## config.mk

```make
export PLATFORM = sky130hd
export DESIGN_NAME = usb_cmd_bridge
export DESIGN_NICKNAME = d
export VERILOG_FILES = /design/src/hdl/periph_pkg.sv /design/src/hdl/usb_cmd_proto_pkg.sv /design/src/hdl/dsm_handler.sv /design/src/hdl/frame_parser.sv /design/src/hdl/pwm_handler.sv /design/src/hdl/upload_framer.sv /design/src/hdl/usb_cmd_bridge.sv
export SDC_FILE = /design/constraint.sdc
export NUM_CORES = 1
export LEC_CHECK = 0
export ABC_AREA = 0
export BUFFER_PORTS_ARGS = -buffer_cell sky130_fd_sc_hd__buf_2
export CORE_MARGIN = 10
export CORE_UTILIZATION = 45
export CTS_CLUSTER_DIAMETER = 100
export DETAILED_ROUTE_END_ITERATION = 10
export PLACE_DENSITY = 0.72
export SYNTH_ARGS = -nofsm -noshare
export SYNTH_HDL_FRONTEND = slang
export SYNTH_SLANG_ARGS = --single-unit
export TNS_END_PERCENT = 10
```

## constraint.sdc

```tcl
create_clock -name clk -period 4.6 [get_ports clk]
set_input_delay 0.23 -clock clk [delete_from_list [all_inputs] [get_ports clk]]
set_output_delay 0.23 -clock clk [all_outputs]
set_load 0.02 [all_outputs]
```

## src/hdl/periph_pkg.sv

```systemverilog
package periph_pkg;

    // ======================================================================
    // Argument views
    // ======================================================================

    // PWM set argument, channel in the top byte
    typedef struct packed {
        logic [7:0]  channel;
        logic [7:0]  duty;
        logic [15:0] reserved;
    } pwm_arg_t;

    // DSM measure argument, window is a cycle count
    typedef struct packed {
        logic [7:0]  channel;
        logic [15:0] window;
        logic [7:0]  reserved;
    } dsm_arg_t;

    // Each handler reads the same 32-bit argument word through its own view
    typedef union packed {
        pwm_arg_t pwm;
        dsm_arg_t dsm;
    } cmd_arg_u;

    // ======================================================================
    // Upload records
    // ======================================================================

    localparam logic [7:0] src_pwm = 8'h01;
    localparam logic [7:0] src_dsm = 8'h02;

    typedef struct packed {
        logic [7:0]  source;
        logic [31:0] data;
    } upload_rec_t;

endpackage

```

## src/hdl/usb_cmd_proto_pkg.sv

```systemverilog
package usb_cmd_proto_pkg;

    // ======================================================================
    // Request framing
    // ======================================================================

    // Host to device frame: sync, sync, code, length, 4 arg bytes, checksum
    localparam logic [7:0] sync_h = 8'hAA;
    localparam logic [7:0] sync_l = 8'h55;

    // Only legal length byte, also reused as the response length
    localparam logic [7:0] arg_len = 8'd4;

    // ======================================================================
    // Response framing
    // ======================================================================

    localparam logic [7:0] resp_sync_h = 8'hAA;
    localparam logic [7:0] resp_sync_l = 8'h44;

    // ======================================================================
    // Command codes
    // ======================================================================

    localparam logic [7:0] cmd_pwm_set     = 8'h01;
    localparam logic [7:0] cmd_dsm_measure = 8'h02;

    // One checked command as broadcast on the command bus
    typedef struct packed {
        logic [7:0]  code;
        logic [31:0] arg;
    } cmd_t;

endpackage

```

## src/hdl/dsm_handler.sv

```systemverilog
`timescale 1ns/1ps

module dsm_handler #(
    parameter int NUM_CH = 8
) (
    input  logic                       clk,
    input  logic                       rst_n,
    input  logic                       cmd_valid,
    input  usb_cmd_proto_pkg::cmd_t    cmd,
    input  logic [NUM_CH-1:0]          dsm_signal_in,
    output logic                       rec_valid,
    output periph_pkg::upload_rec_t    rec
);

    localparam int CH_W = (NUM_CH > 1) ? $clog2(NUM_CH) : 1;

    periph_pkg::cmd_arg_u arg_view;
    logic                 start;
    logic                 busy;
    logic [CH_W-1:0]      ch_sel;
    logic [15:0]          win_cnt;
    logic                 sig_now;
    logic                 sig_prev;
    logic [15:0]          high_cnt;
    logic [15:0]          rise_cnt;
    logic [15:0]          high_nxt;
    logic [15:0]          rise_nxt;

    assign arg_view = cmd.arg;
    assign start    = cmd_valid && (cmd.code == usb_cmd_proto_pkg::cmd_dsm_measure) &&
                      (arg_view.dsm.channel < NUM_CH) && (arg_view.dsm.window != 16'd0);

    // Input is sampled as is, board level handles synchronization
    assign sig_now  = dsm_signal_in[ch_sel];
    assign high_nxt = high_cnt + {15'd0, sig_now};
    assign rise_nxt = rise_cnt + {15'd0, sig_now & ~sig_prev};

    // ======================================================================
    // Measurement window
    // ======================================================================

    always_ff @(posedge clk or negedge rst_n) begin
        if (!rst_n) begin
            busy      <= 1'b0;
            win_cnt   <= 16'd0;
            rec_valid <= 1'b0;
        end else begin
            rec_valid <= 1'b0;
            // A new command always restarts, even mid-window
            if (start) begin
                busy    <= 1'b1;
                win_cnt <= arg_view.dsm.window;
            end else if (busy) begin
                win_cnt <= win_cnt - 16'd1;
                if (win_cnt == 16'd1) begin
                    busy      <= 1'b0;
                    rec_valid <= 1'b1;
                end
            end
        end
    end

    always_ff @(posedge clk) begin
        if (start) begin
            ch_sel   <= arg_view.dsm.channel[CH_W-1:0];
            sig_prev <= dsm_signal_in[arg_view.dsm.channel[CH_W-1:0]];
            high_cnt <= 16'd0;
            rise_cnt <= 16'd0;
        end else if (busy) begin
            sig_prev <= sig_now;
            high_cnt <= high_nxt;
            rise_cnt <= rise_nxt;
            // Last window cycle, so include it in the result
            if (win_cnt == 16'd1) begin
                rec.source <= periph_pkg::src_dsm;
                rec.data   <= {high_nxt, rise_nxt};
            end
        end
    end

endmodule

```

## src/hdl/frame_parser.sv

```systemverilog
`timescale 1ns/1ps

module frame_parser (
    input  logic                    clk,
    input  logic                    rst_n,
    input  logic [7:0]              usb_data_in,
    input  logic                    usb_data_valid_in,
    output logic                    cmd_valid,
    output usb_cmd_proto_pkg::cmd_t cmd,
    output logic                    parse_error
);

    typedef enum logic [2:0] {
        s_hunt,
        s_sync_l,
        s_code,
        s_len,
        s_arg,
        s_csum
    } parse_state_t;

    parse_state_t            state;
    logic                    valid_d;
    logic                    byte_take;
    logic [7:0]              csum_acc;
    logic [1:0]              arg_cnt;
    logic                    len_ok;
    usb_cmd_proto_pkg::cmd_t cmd_buf;

    // Level valid from the host, one byte per rising edge
    assign byte_take = usb_data_valid_in & ~valid_d;

    always_ff @(posedge clk or negedge rst_n) begin
        if (!rst_n) begin
            valid_d <= 1'b0;
        end else begin
            valid_d <= usb_data_valid_in;
        end
    end

    // ======================================================================
    // Frame FSM
    // ======================================================================

    always_ff @(posedge clk or negedge rst_n) begin
        if (!rst_n) begin
            state       <= s_hunt;
            arg_cnt     <= 2'd0;
            len_ok      <= 1'b0;
            cmd_valid   <= 1'b0;
            parse_error <= 1'b0;
        end else begin
            cmd_valid   <= 1'b0;
            parse_error <= 1'b0;
            if (byte_take) begin
                case (state)
                    s_hunt: begin
                        if (usb_data_in == usb_cmd_proto_pkg::sync_h) begin
                            state <= s_sync_l;
                        end
                    end
                    // A bad second sync byte drops back to hunting
                    s_sync_l: begin
                        if (usb_data_in == usb_cmd_proto_pkg::sync_l) begin
                            state <= s_code;
                        end else begin
                            state <= s_hunt;
                        end
                    end
                    s_code: state <= s_len;
                    s_len: begin
                        len_ok  <= (usb_data_in == usb_cmd_proto_pkg::arg_len);
                        arg_cnt <= 2'd0;
                        state   <= s_arg;
                    end
                    s_arg: begin
                        arg_cnt <= arg_cnt + 2'd1;
                        if (arg_cnt == 2'd3) begin
                            state <= s_csum;
                        end
                    end
                    s_csum: begin
                        cmd_valid   <= len_ok && (usb_data_in == csum_acc);
                        parse_error <= !(len_ok && (usb_data_in == csum_acc));
                        state       <= s_hunt;
                    end
                    default: state <= s_hunt;
                endcase
            end
        end
    end

    // Checksum and argument assembly, qualified by the FSM state
    always_ff @(posedge clk) begin
        if (byte_take) begin
            case (state)
                s_code: begin
                    csum_acc     <= usb_data_in;
                    cmd_buf.code <= usb_data_in;
                end
                s_len: csum_acc <= csum_acc + usb_data_in;
                s_arg: begin
                    csum_acc    <= csum_acc + usb_data_in;
                    cmd_buf.arg <= {cmd_buf.arg[23:0], usb_data_in};
                end
                s_csum: cmd <= cmd_buf;
                default: ;
            endcase
        end
    end

endmodule

```

## src/hdl/pwm_handler.sv

```systemverilog
`timescale 1ns/1ps

module pwm_handler #(
    parameter int NUM_CH  = 8,
    parameter int PWM_DIV = 4
) (
    input  logic                       clk,
    input  logic                       rst_n,
    input  logic                       cmd_valid,
    input  usb_cmd_proto_pkg::cmd_t    cmd,
    output logic [NUM_CH-1:0]          pwm_pins,
    output logic                       rec_valid,
    output periph_pkg::upload_rec_t    rec
);

    localparam int CH_W  = (NUM_CH > 1) ? $clog2(NUM_CH) : 1;
    localparam int DIV_W = (PWM_DIV > 1) ? $clog2(PWM_DIV) : 1;

    periph_pkg::cmd_arg_u arg_view;
    logic                 accept;
    logic [DIV_W-1:0]     div_cnt;
    logic                 tick;
    logic [7:0]           pwm_cnt;
    logic [7:0]           shadow_duty [NUM_CH];
    logic [7:0]           active_duty [NUM_CH];

    assign arg_view = cmd.arg;
    assign accept   = cmd_valid && (cmd.code == usb_cmd_proto_pkg::cmd_pwm_set) &&
                      (arg_view.pwm.channel < NUM_CH);

    // Prescaled period counter, one count per PWM_DIV clocks
    assign tick = (div_cnt == DIV_W'(PWM_DIV - 1));

    always_ff @(posedge clk or negedge rst_n) begin
        if (!rst_n) begin
            div_cnt <= '0;
            pwm_cnt <= 8'd0;
            for (int i = 0; i < NUM_CH; i++) begin
                shadow_duty[i] <= 8'd0;
                active_duty[i] <= 8'd0;
            end
        end else begin
            div_cnt <= tick ? '0 : div_cnt + DIV_W'(1);
            if (tick) begin
                pwm_cnt <= pwm_cnt + 8'd1;
            end
            if (accept) begin
                shadow_duty[arg_view.pwm.channel[CH_W-1:0]] <= arg_view.pwm.duty;
            end
            // New duties only land as the counter wraps to a new period
            if (tick && pwm_cnt == 8'hFF) begin
                active_duty <= shadow_duty;
            end
        end
    end

    always_comb begin
        for (int i = 0; i < NUM_CH; i++) begin
            pwm_pins[i] = (pwm_cnt < active_duty[i]);
        end
    end

    // Acknowledge with channel and duty echoed back
    always_ff @(posedge clk or negedge rst_n) begin
        if (!rst_n) begin
            rec_valid <= 1'b0;
        end else begin
            rec_valid <= accept;
        end
    end

    always_ff @(posedge clk) begin
        if (accept) begin
            rec.source <= periph_pkg::src_pwm;
            rec.data   <= {arg_view.pwm.channel, arg_view.pwm.duty, 16'h0000};
        end
    end

endmodule

```

## src/hdl/upload_framer.sv

```systemverilog
`timescale 1ns/1ps

module upload_framer (
    input  logic                    clk,
    input  logic                    rst_n,
    input  logic                    pwm_rec_valid,
    input  periph_pkg::upload_rec_t pwm_rec,
    input  logic                    dsm_rec_valid,
    input  periph_pkg::upload_rec_t dsm_rec,
    output logic [7:0]              usb_upload_data,
    output logic                    usb_upload_valid
);

    periph_pkg::upload_rec_t pwm_slot;
    periph_pkg::upload_rec_t dsm_slot;
    periph_pkg::upload_rec_t cur_rec;
    logic                    pwm_full;
    logic                    dsm_full;
    logic                    pwm_avail;
    logic                    dsm_avail;
    logic                    launch_pwm;
    logic                    launch_dsm;
    logic                    busy;
    logic [3:0]              byte_idx;
    logic [7:0]              csum;

    // Incoming record counts as pending, and is newer than the slot
    assign pwm_avail  = pwm_full | pwm_rec_valid;
    assign dsm_avail  = dsm_full | dsm_rec_valid;
    assign launch_pwm = !busy && pwm_avail;
    assign launch_dsm = !busy && !pwm_avail && dsm_avail;

    // ======================================================================
    // Pending slots
    // ======================================================================

    always_ff @(posedge clk or negedge rst_n) begin
        if (!rst_n) begin
            pwm_full <= 1'b0;
            dsm_full <= 1'b0;
        end else begin
            if (launch_pwm) begin
                pwm_full <= 1'b0;
            end else if (pwm_rec_valid) begin
                pwm_full <= 1'b1;
            end
            if (launch_dsm) begin
                dsm_full <= 1'b0;
            end else if (dsm_rec_valid) begin
                dsm_full <= 1'b1;
            end
        end
    end

    always_ff @(posedge clk) begin
        if (pwm_rec_valid) begin
            pwm_slot <= pwm_rec;
        end
        if (dsm_rec_valid) begin
            dsm_slot <= dsm_rec;
        end
    end

    // ======================================================================
    // Byte sequencer
    // ======================================================================

    always_ff @(posedge clk or negedge rst_n) begin
        if (!rst_n) begin
            busy     <= 1'b0;
            byte_idx <= 4'd0;
        end else if (launch_pwm || launch_dsm) begin
            busy     <= 1'b1;
            byte_idx <= 4'd0;
        end else if (busy) begin
            byte_idx <= byte_idx + 4'd1;
            if (byte_idx == 4'd8) begin
                busy <= 1'b0;
            end
        end
    end

    always_ff @(posedge clk) begin
        if (launch_pwm) begin
            cur_rec <= pwm_rec_valid ? pwm_rec : pwm_slot;
            csum    <= 8'd0;
        end else if (launch_dsm) begin
            cur_rec <= dsm_rec_valid ? dsm_rec : dsm_slot;
            csum    <= 8'd0;
        end else if (busy && byte_idx >= 4'd2 && byte_idx <= 4'd7) begin
            // Running sum over source, length and data bytes
            csum <= csum + usb_upload_data;
        end
    end

    assign usb_upload_valid = busy;

    always_comb begin
        case (byte_idx)
            4'd0:    usb_upload_data = usb_cmd_proto_pkg::resp_sync_h;
            4'd1:    usb_upload_data = usb_cmd_proto_pkg::resp_sync_l;
            4'd2:    usb_upload_data = cur_rec.source;
            4'd3:    usb_upload_data = usb_cmd_proto_pkg::arg_len;
            4'd4:    usb_upload_data = cur_rec.data[31:24];
            4'd5:    usb_upload_data = cur_rec.data[23:16];
            4'd6:    usb_upload_data = cur_rec.data[15:8];
            4'd7:    usb_upload_data = cur_rec.data[7:0];
            default: usb_upload_data = csum;
        endcase
    end

endmodule

```

## src/hdl/usb_cmd_bridge.sv

```systemverilog
`timescale 1ns/1ps

module usb_cmd_bridge #(
    parameter int NUM_CH  = 8,
    parameter int PWM_DIV = 4
) (
    input  logic              clk,
    input  logic              rst_n,
    input  logic [7:0]        usb_data_in,
    input  logic              usb_data_valid_in,
    input  logic [NUM_CH-1:0] dsm_signal_in,
    output logic [NUM_CH-1:0] pwm_pins,
    output logic              parse_error,
    output logic [7:0]        usb_upload_data,
    output logic              usb_upload_valid
);

    // ======================================================================
    // Command bus and record wires
    // ======================================================================

    logic                    cmd_valid;
    usb_cmd_proto_pkg::cmd_t cmd;
    logic                    pwm_rec_valid;
    periph_pkg::upload_rec_t pwm_rec;
    logic                    dsm_rec_valid;
    periph_pkg::upload_rec_t dsm_rec;

    frame_parser frame_parser_i (
        .clk               (clk),
        .rst_n             (rst_n),
        .usb_data_in       (usb_data_in),
        .usb_data_valid_in (usb_data_valid_in),
        .cmd_valid         (cmd_valid),
        .cmd               (cmd),
        .parse_error       (parse_error)
    );

    // Both handlers see every command and pick their own codes
    pwm_handler #(
        .NUM_CH  (NUM_CH),
        .PWM_DIV (PWM_DIV)
    ) pwm_handler_i (
        .clk       (clk),
        .rst_n     (rst_n),
        .cmd_valid (cmd_valid),
        .cmd       (cmd),
        .pwm_pins  (pwm_pins),
        .rec_valid (pwm_rec_valid),
        .rec       (pwm_rec)
    );

    dsm_handler #(
        .NUM_CH (NUM_CH)
    ) dsm_handler_i (
        .clk           (clk),
        .rst_n         (rst_n),
        .cmd_valid     (cmd_valid),
        .cmd           (cmd),
        .dsm_signal_in (dsm_signal_in),
        .rec_valid     (dsm_rec_valid),
        .rec           (dsm_rec)
    );

    upload_framer upload_framer_i (
        .clk              (clk),
        .rst_n            (rst_n),
        .pwm_rec_valid    (pwm_rec_valid),
        .pwm_rec          (pwm_rec),
        .dsm_rec_valid    (dsm_rec_valid),
        .dsm_rec          (dsm_rec),
        .usb_upload_data  (usb_upload_data),
        .usb_upload_valid (usb_upload_valid)
    );

endmodule

```

# == Word level (Yosys, flattened, before mapping) ==
# Cells that the tools add are included.
# Widths: inputs -> output; s select.
# classes
n_addsub,9
reduce_logical,37
n_mux,42
n_lt_le_gt_ge,15
n_eq_ne,25
n_bitwise,8
# ops
op,count
$mux 40,4
$bwmux 64,1
$lt 8x8->1,8
$pmux 8 s8,1
$add 16x1->16,2
$mux 16,2
$demux 8 s3,1
$mux 1,21
$add 8x8->8,2
$eq 16x1->1 const B,1
$eq 4x3->1 const B,4
$eq 8x8->1 const B,2
$pmux 8 s2,1
$reduce_bool 16->1,1
$sub 16x1->16 const B,1
$pmux 3 s5,1
$reduce_bool 2->1,7
$logic_and 1x1->1,13
$reduce_and 2->1,6
$add 8x1->8 const B,1
$eq 4x2->1 const B,2
$eq 8x1->1 const B,1
$eq 8x2->1 const B,1
$eq 8x3->1 const B,1
other kinds (33),51
# totals
elab_cells,186
input_bits,19
regBits,473
out_inout_bits,18

# == Longest topological paths before layout ==
# logic_depth
word_depth,6
depth_mapped,14
ltp_nobuf,13

# == Modules after synthesis ==
# From an unflattened synthesis, not the netlist that was laid out.
# hier_totals
hier_cells,1571
hier_area_um2,20802.5
# by_module_without_submodules
mod,n_inst,seq_area_each_um2,cells_per_inst,area_each_um2
pwm_handler,1,3958.8,541,7390.8
upload_framer,1,3138.0,415,5464.0
dsm_handler,1,2172.1,410,4359.2
frame_parser,1,2867.8,205,3588.4

# == Worst setup path before layout ==
# Ideal clock, no wire load.
# synth_path
kind,reg2reg
start,register frame_parser_i.state[2]
end,register frame_parser_i.arg_cnt[1]
path_slack_ns,-0.036
path_buffers,1
setup_ns,0.078
period_less_slack_ns,4.636
stages_incl_launch_ff,4
required_time_ns,4.522
arrival_ns,4.558
path_cell_list,dfrtp_1 clkbuf_1 nor4b_1 a22o_1
# synth_via
elab_chain_len,3
elab_cells_between_ends,5
classes_between,eq/ne (2); mux (1); reduce/logical (2)
# synth_rtl
element,line_no,rtl
start: declaration,frame_parser.sv:22,parse_state_t state;
start signal: assignment,frame_parser.sv:47,state <= s_hunt;
start signal: assignment,frame_parser.sv:59,state <= s_sync_l;
start signal: assignment,frame_parser.sv:65,state <= s_code;
$eq 3x2->1 / $eq 3x3->1 (equally long branches),frame_parser.sv:56,case (state)
$reduce_bool 2->1 (no line),--,
$reduce_and 2->1 (no line),--,
end signal: assignment,frame_parser.sv:77,arg_cnt <= arg_cnt + 2'd1;
end: declaration,frame_parser.sv:26,logic [1:0] arg_cnt;
# Several ways; a longest one is shown, not always the timed one.
# A chain may end at the register's enable or synchronous reset.

# == Worst setup path after layout ==
# layout_path
start,register upload_framer_i.byte_idx[0]
end,register upload_framer_i.csum[6]
# layout_via
elab_chain_len,3
elab_cells_between_ends,14
classes_between,add/sub (1); order compare (2); eq/ne (7); mux (1); reduce/logical (3)
# layout_rtl
element,line_no,rtl
start: declaration,upload_framer.sv:24,logic [3:0] byte_idx;
start signal: assignment,upload_framer.sv:76,byte_idx <= byte_idx + 4'd1;
"$eq 4x3->1, or another cell as far along",upload_framer.sv:99,case (byte_idx)
$pmux 8 s8 / $logic_and 1x1->1 (equally long branches),"upload_framer.sv:99, upload_framer.sv:90",
$add 8x8->8 / $logic_and 1x1->1 (equally long branches),"upload_framer.sv:92, upload_framer.sv:90",
end signal: assignment,upload_framer.sv:92,csum <= csum + usb_upload_data;
end: declaration,upload_framer.sv:25,logic [7:0] csum;
# Several ways; a longest one is shown, not always the timed one.

==> qor.tcl <==
set qor(post_cts_resized) 0
set qor(ys.warnings.count) 0
set qor(ir_drop_uv) 286.6
set qor(numCtsBuffers) 47
set qor(chipHeight_um) 228.7
set qor(place.gp.congestion) 0.8586
set qor(final-max-slew-violation-count) 0
set qor(crit_path_start_kind) {flip-flop}
set qor(pwr_density_cell_nw_per_um2) 395.0
set qor(avgSynthCellArea_um2) 12.42
set qor(setup_tns_ps) 0
set qor(drc_errors) 0
set qor(post_route_wl_mm) 37.31
set qor(run_status) {complete, no violations}
set qor(synth_sequential_area_ratio_pct) 60.72
set qor(clock_tree_sinks) 465
set qor(cts.path.max_buffers) 3
set qor(number_of_enable_flip_flop_cells_after_synthesis) 172
set qor(drtPass1Iterations) 5
set qor(first_global_vias) 11817
set qor(core_region_area_um2) 43080
set qor(post_synthesis_cell_area_um2) 19590
set qor(grt_first_pass_wirelength_mm) 61.48
set qor(synth_flop_type) {sky130_fd_sc_hd__dfrtp_1}
set qor(number_of_port_buffers) 36
set qor(timing.final.crit_share_pct) 77.96
set qor(syn-instance-count) 1577
set qor(grt_overflow) 0
set qor(synth_fp_nets) 1681
set qor(worst_slew_pin_slew_ps) 887.5
set qor(finalSetupViolations) 0
set qor(number_of_antenna_violations_at_the_first_check_in_global_routing) 0
set qor(clk_root_buffer_cell) {sky130_fd_sc_hd__clkbuf_16}
set qor(hold_viol) 0
set qor(holdCritPathClass) {in2reg}
set qor(route.detailed.vias_per_inst) 5.194
set qor(area_added_between_synthesis_and_finish_pct) 13.30
set qor(dp.final_hpwl_mm) 23.99
set qor(rsz_0062_raised_after_global_routing) {false}
set qor(num_antenna_cells) 0
set qor(die_width_um) 228.7
set qor(cts_tree) {built}
set qor(arrival_ps) 4070
set qor(finalInstanceArea_um2) 22200
set qor(design.final.nets) 1723
set qor(drt_iter0_drc) 721
set qor(ys_ff_latch) 465
set qor(grt_max_degree) 97
set qor(clock_insertion_delay_worst_skew_ps) 580
set qor(clock-skew-final_ps) 25.51
set qor(crit_fanout) 13
set qor(criticalPathCategory) {reg2reg}
set qor(io-pin-count) 37
set qor(antenna_violating_nets_post_route) 0
set qor(max_freq_mhz) 278.9
set qor(max_cap_violations) 0
set qor(clk_pin_slew_ps) 60
set qor(timing.critical_path.required_ps) 5080
set qor(vias) 11651
set qor(rows) 76
set qor(globalRouteTotalUtil_pct) 14.24
set qor(finalWorstPathRequiredPeriod_ps) 3586
set qor(netlist-cell-type-count) 64
set qor(critical_path.endpoint_type) {flip-flop}
set qor(async_flop_share_pct) 37.20
set qor(routedWlPerCell_um) 16.63
set qor(cts.htree.levels) 2
set qor(leakage_nw) 9.269
set qor(post_route_cells_drive_above_1_share_pct) 18.82
set qor(die_area_um2) 52290
set qor(finalHoldWorstSlack_ps) 227.7
set qor(dpl-instance-area_um2) 20410
set qor(initial_utilization_pct) 45.48
set qor(max-slew-margin-rel_pct) 40.83
-- what timing repair did --
| item | CTS | global route |
|---|---|---|
| hold endpoints to repair | 111 | 0 |
| hold buffers | 10 | 0 |
| setup buffers | 0 | 0 |
-- cells in the mapped netlist (4+ instances only) --
cell                       instances  area [um^2]
sky130_fd_sc_hd__a211oi_1          5        37.54
sky130_fd_sc_hd__a21o_1            4        30.03
sky130_fd_sc_hd__a21oi_1          49        245.2
sky130_fd_sc_hd__a22o_1            5        43.79
sky130_fd_sc_hd__a22oi_1           8        60.06
sky130_fd_sc_hd__and3_1           10        62.56
sky130_fd_sc_hd__buf_1             5        18.77
sky130_fd_sc_hd__clkbuf_1         58        217.7
sky130_fd_sc_hd__clkbuf_2          4        20.02
sky130_fd_sc_hd__dfrtp_1         173         4329
sky130_fd_sc_hd__dfxtp_1         120         2402
sky130_fd_sc_hd__edfxtp_1        172         5165
sky130_fd_sc_hd__ha_1             83         1039
sky130_fd_sc_hd__inv_1            72        270.3
sky130_fd_sc_hd__mux2_2          156         1757
sky130_fd_sc_hd__mux2_4            8        120.1
sky130_fd_sc_hd__mux2i_1          13        130.1
sky130_fd_sc_hd__nand2_1         119        446.7
sky130_fd_sc_hd__nand2b_1         16        100.1
sky130_fd_sc_hd__nand3_1          17        85.08
sky130_fd_sc_hd__nand4_1          16        100.1
sky130_fd_sc_hd__nand4b_1          4        35.03
sky130_fd_sc_hd__nor2_1          113        424.2
sky130_fd_sc_hd__nor2b_1          50        312.8
sky130_fd_sc_hd__nor3_1           26        130.1
sky130_fd_sc_hd__nor4_1           15        93.84
sky130_fd_sc_hd__o21a_1            4        30.03
sky130_fd_sc_hd__o21ai_0          93        465.5
sky130_fd_sc_hd__o41ai_1           9        78.83
sky130_fd_sc_hd__or4_1             4        30.03
sky130_fd_sc_hd__xnor2_1          28        245.2
sky130_fd_sc_hd__xor2_1           60        525.5
-- layer usage --
| metal | vias up | track usage, % | part of all wire (%) |
|---|---|---|---|
| met1 | 5732 | 18.76 | 46 |
| met5 | - | 0 | 0 |
| met2 | 201 | 23.37 | 48 |
| li1 | 5662 | - | - |
| met4 | 0 | 4.645 | 2.0 |
| met3 | 56 | 2.556 | 4.4 |
-- state kept, by name (all words and copies together), names as in the netlist, 32 cells and up --
name and count:
pwm_handler_i.active_duty 64, pwm_handler_i.shadow_duty 64, frame_parser_i.cmd_buf 40, upload_framer_i.cur_rec 40, upload_framer_i.dsm_slot 40, upload_framer_i.pwm_slot 40
dsm_handler_i.rec 32, frame_parser_i.cmd 32
-- final cells by class --
type / count / area, um^2
fill: 3601 / 20880
clock buffer: 63 / 1358
inverter: 72 / 270.3
sequential: 465 / 11900
clock inverter: 25 / 334.1
multi-input combinational: 971 / 7201
timing repair buffer: 62 / 406.6
tap: 585 / 732.0
-- report_power, final --
group	switching [mW]	internal (mW)	total, mW
registers	0.0544	4.35	4.41
clock network	1.61	2.43	4.04
logic	0.204	0.120	0.324
total	1.87	6.90	8.77
-- layout by cell type, fill, tap and decap left out, drive strengths merged, types with 10 or more instances in the layout --
cell,n
nand2b,16
dfrtp,173
nand4,16
edfxtp,172
mux2,164
nor4,16
a21oi,49
ha,83
xor2,60
nand3,18
nor2b,50
nand2,119
and3,10
o21ai,93
nor3,28
mux2i,13
xnor2,28
clkbuf,63
clkinv,13
dfxtp,120
inv,74
buf,52
dlygate4sd3,10
nor2,115
-- kinds of logic after synthesis --
group	synth area share (%)
flip-flops	60.72
AND/OR/NAND/NOR	10.36
AO/OA/AOI/OAI	6.252
multiplexers	10.47
buffers and inverters	2.752
XOR/XNOR	3.934
adder cells (fa/ha/maj)	5.505
-- metrics by stage --
stage / instances / total power, mW / setup slack [ps] / utilization (%)
final: 2243 / 8.769 / 1014 / 51.53
after global routing: 2243 / 9.080 / 749.2 / 51.53
after CTS: 2243 / 8.876 / 1082 / 51.53
after detailed placement: 2145 / 4.807 / 1092 / 47.37
after global placement: 2145 / 4.788 / 1243 / 47.37
after floorplan: 1577 / 4.681 / 641.6 / -
-- final timing paths --
check,startpoint,endpoint,slack [ps],depth (start not counted)
setup / recovery,upload_framer_i.byte_idx[0],upload_framer_i.csum[6],1010,12
hold / removal,dsm_signal_in[4],dsm_handler_i.sig_prev,230,5
setup reg to reg,upload_framer_i.byte_idx[0],upload_framer_i.csum[6],1010,12
hold reg to reg,frame_parser_i.cmd_buf[24],frame_parser_i.cmd[24],420,0
max in group asynchronous,rst_n,frame_parser_i.len_ok,3180,3
min in group asynchronous,rst_n,pwm_handler_i.active_duty[23],330,2
-- critical path: stages (launching register included) --
cell and delay [ps]:
sky130_fd_sc_hd__dfrtp_1 430, sky130_fd_sc_hd__inv_1 90, sky130_fd_sc_hd__ha_1 350, sky130_fd_sc_hd__nor4_1 550, sky130_fd_sc_hd__nor2_1 300, sky130_fd_sc_hd__nor2_1 160
sky130_fd_sc_hd__a21oi_1 100, sky130_fd_sc_hd__fa_1 500, sky130_fd_sc_hd__a21o_1 200, sky130_fd_sc_hd__a21oi_1 250, sky130_fd_sc_hd__o21ai_0 160, sky130_fd_sc_hd__xor2_1 160
sky130_fd_sc_hd__a22o_1 230
Note: power is estimated with default switching activity, not from simulation.
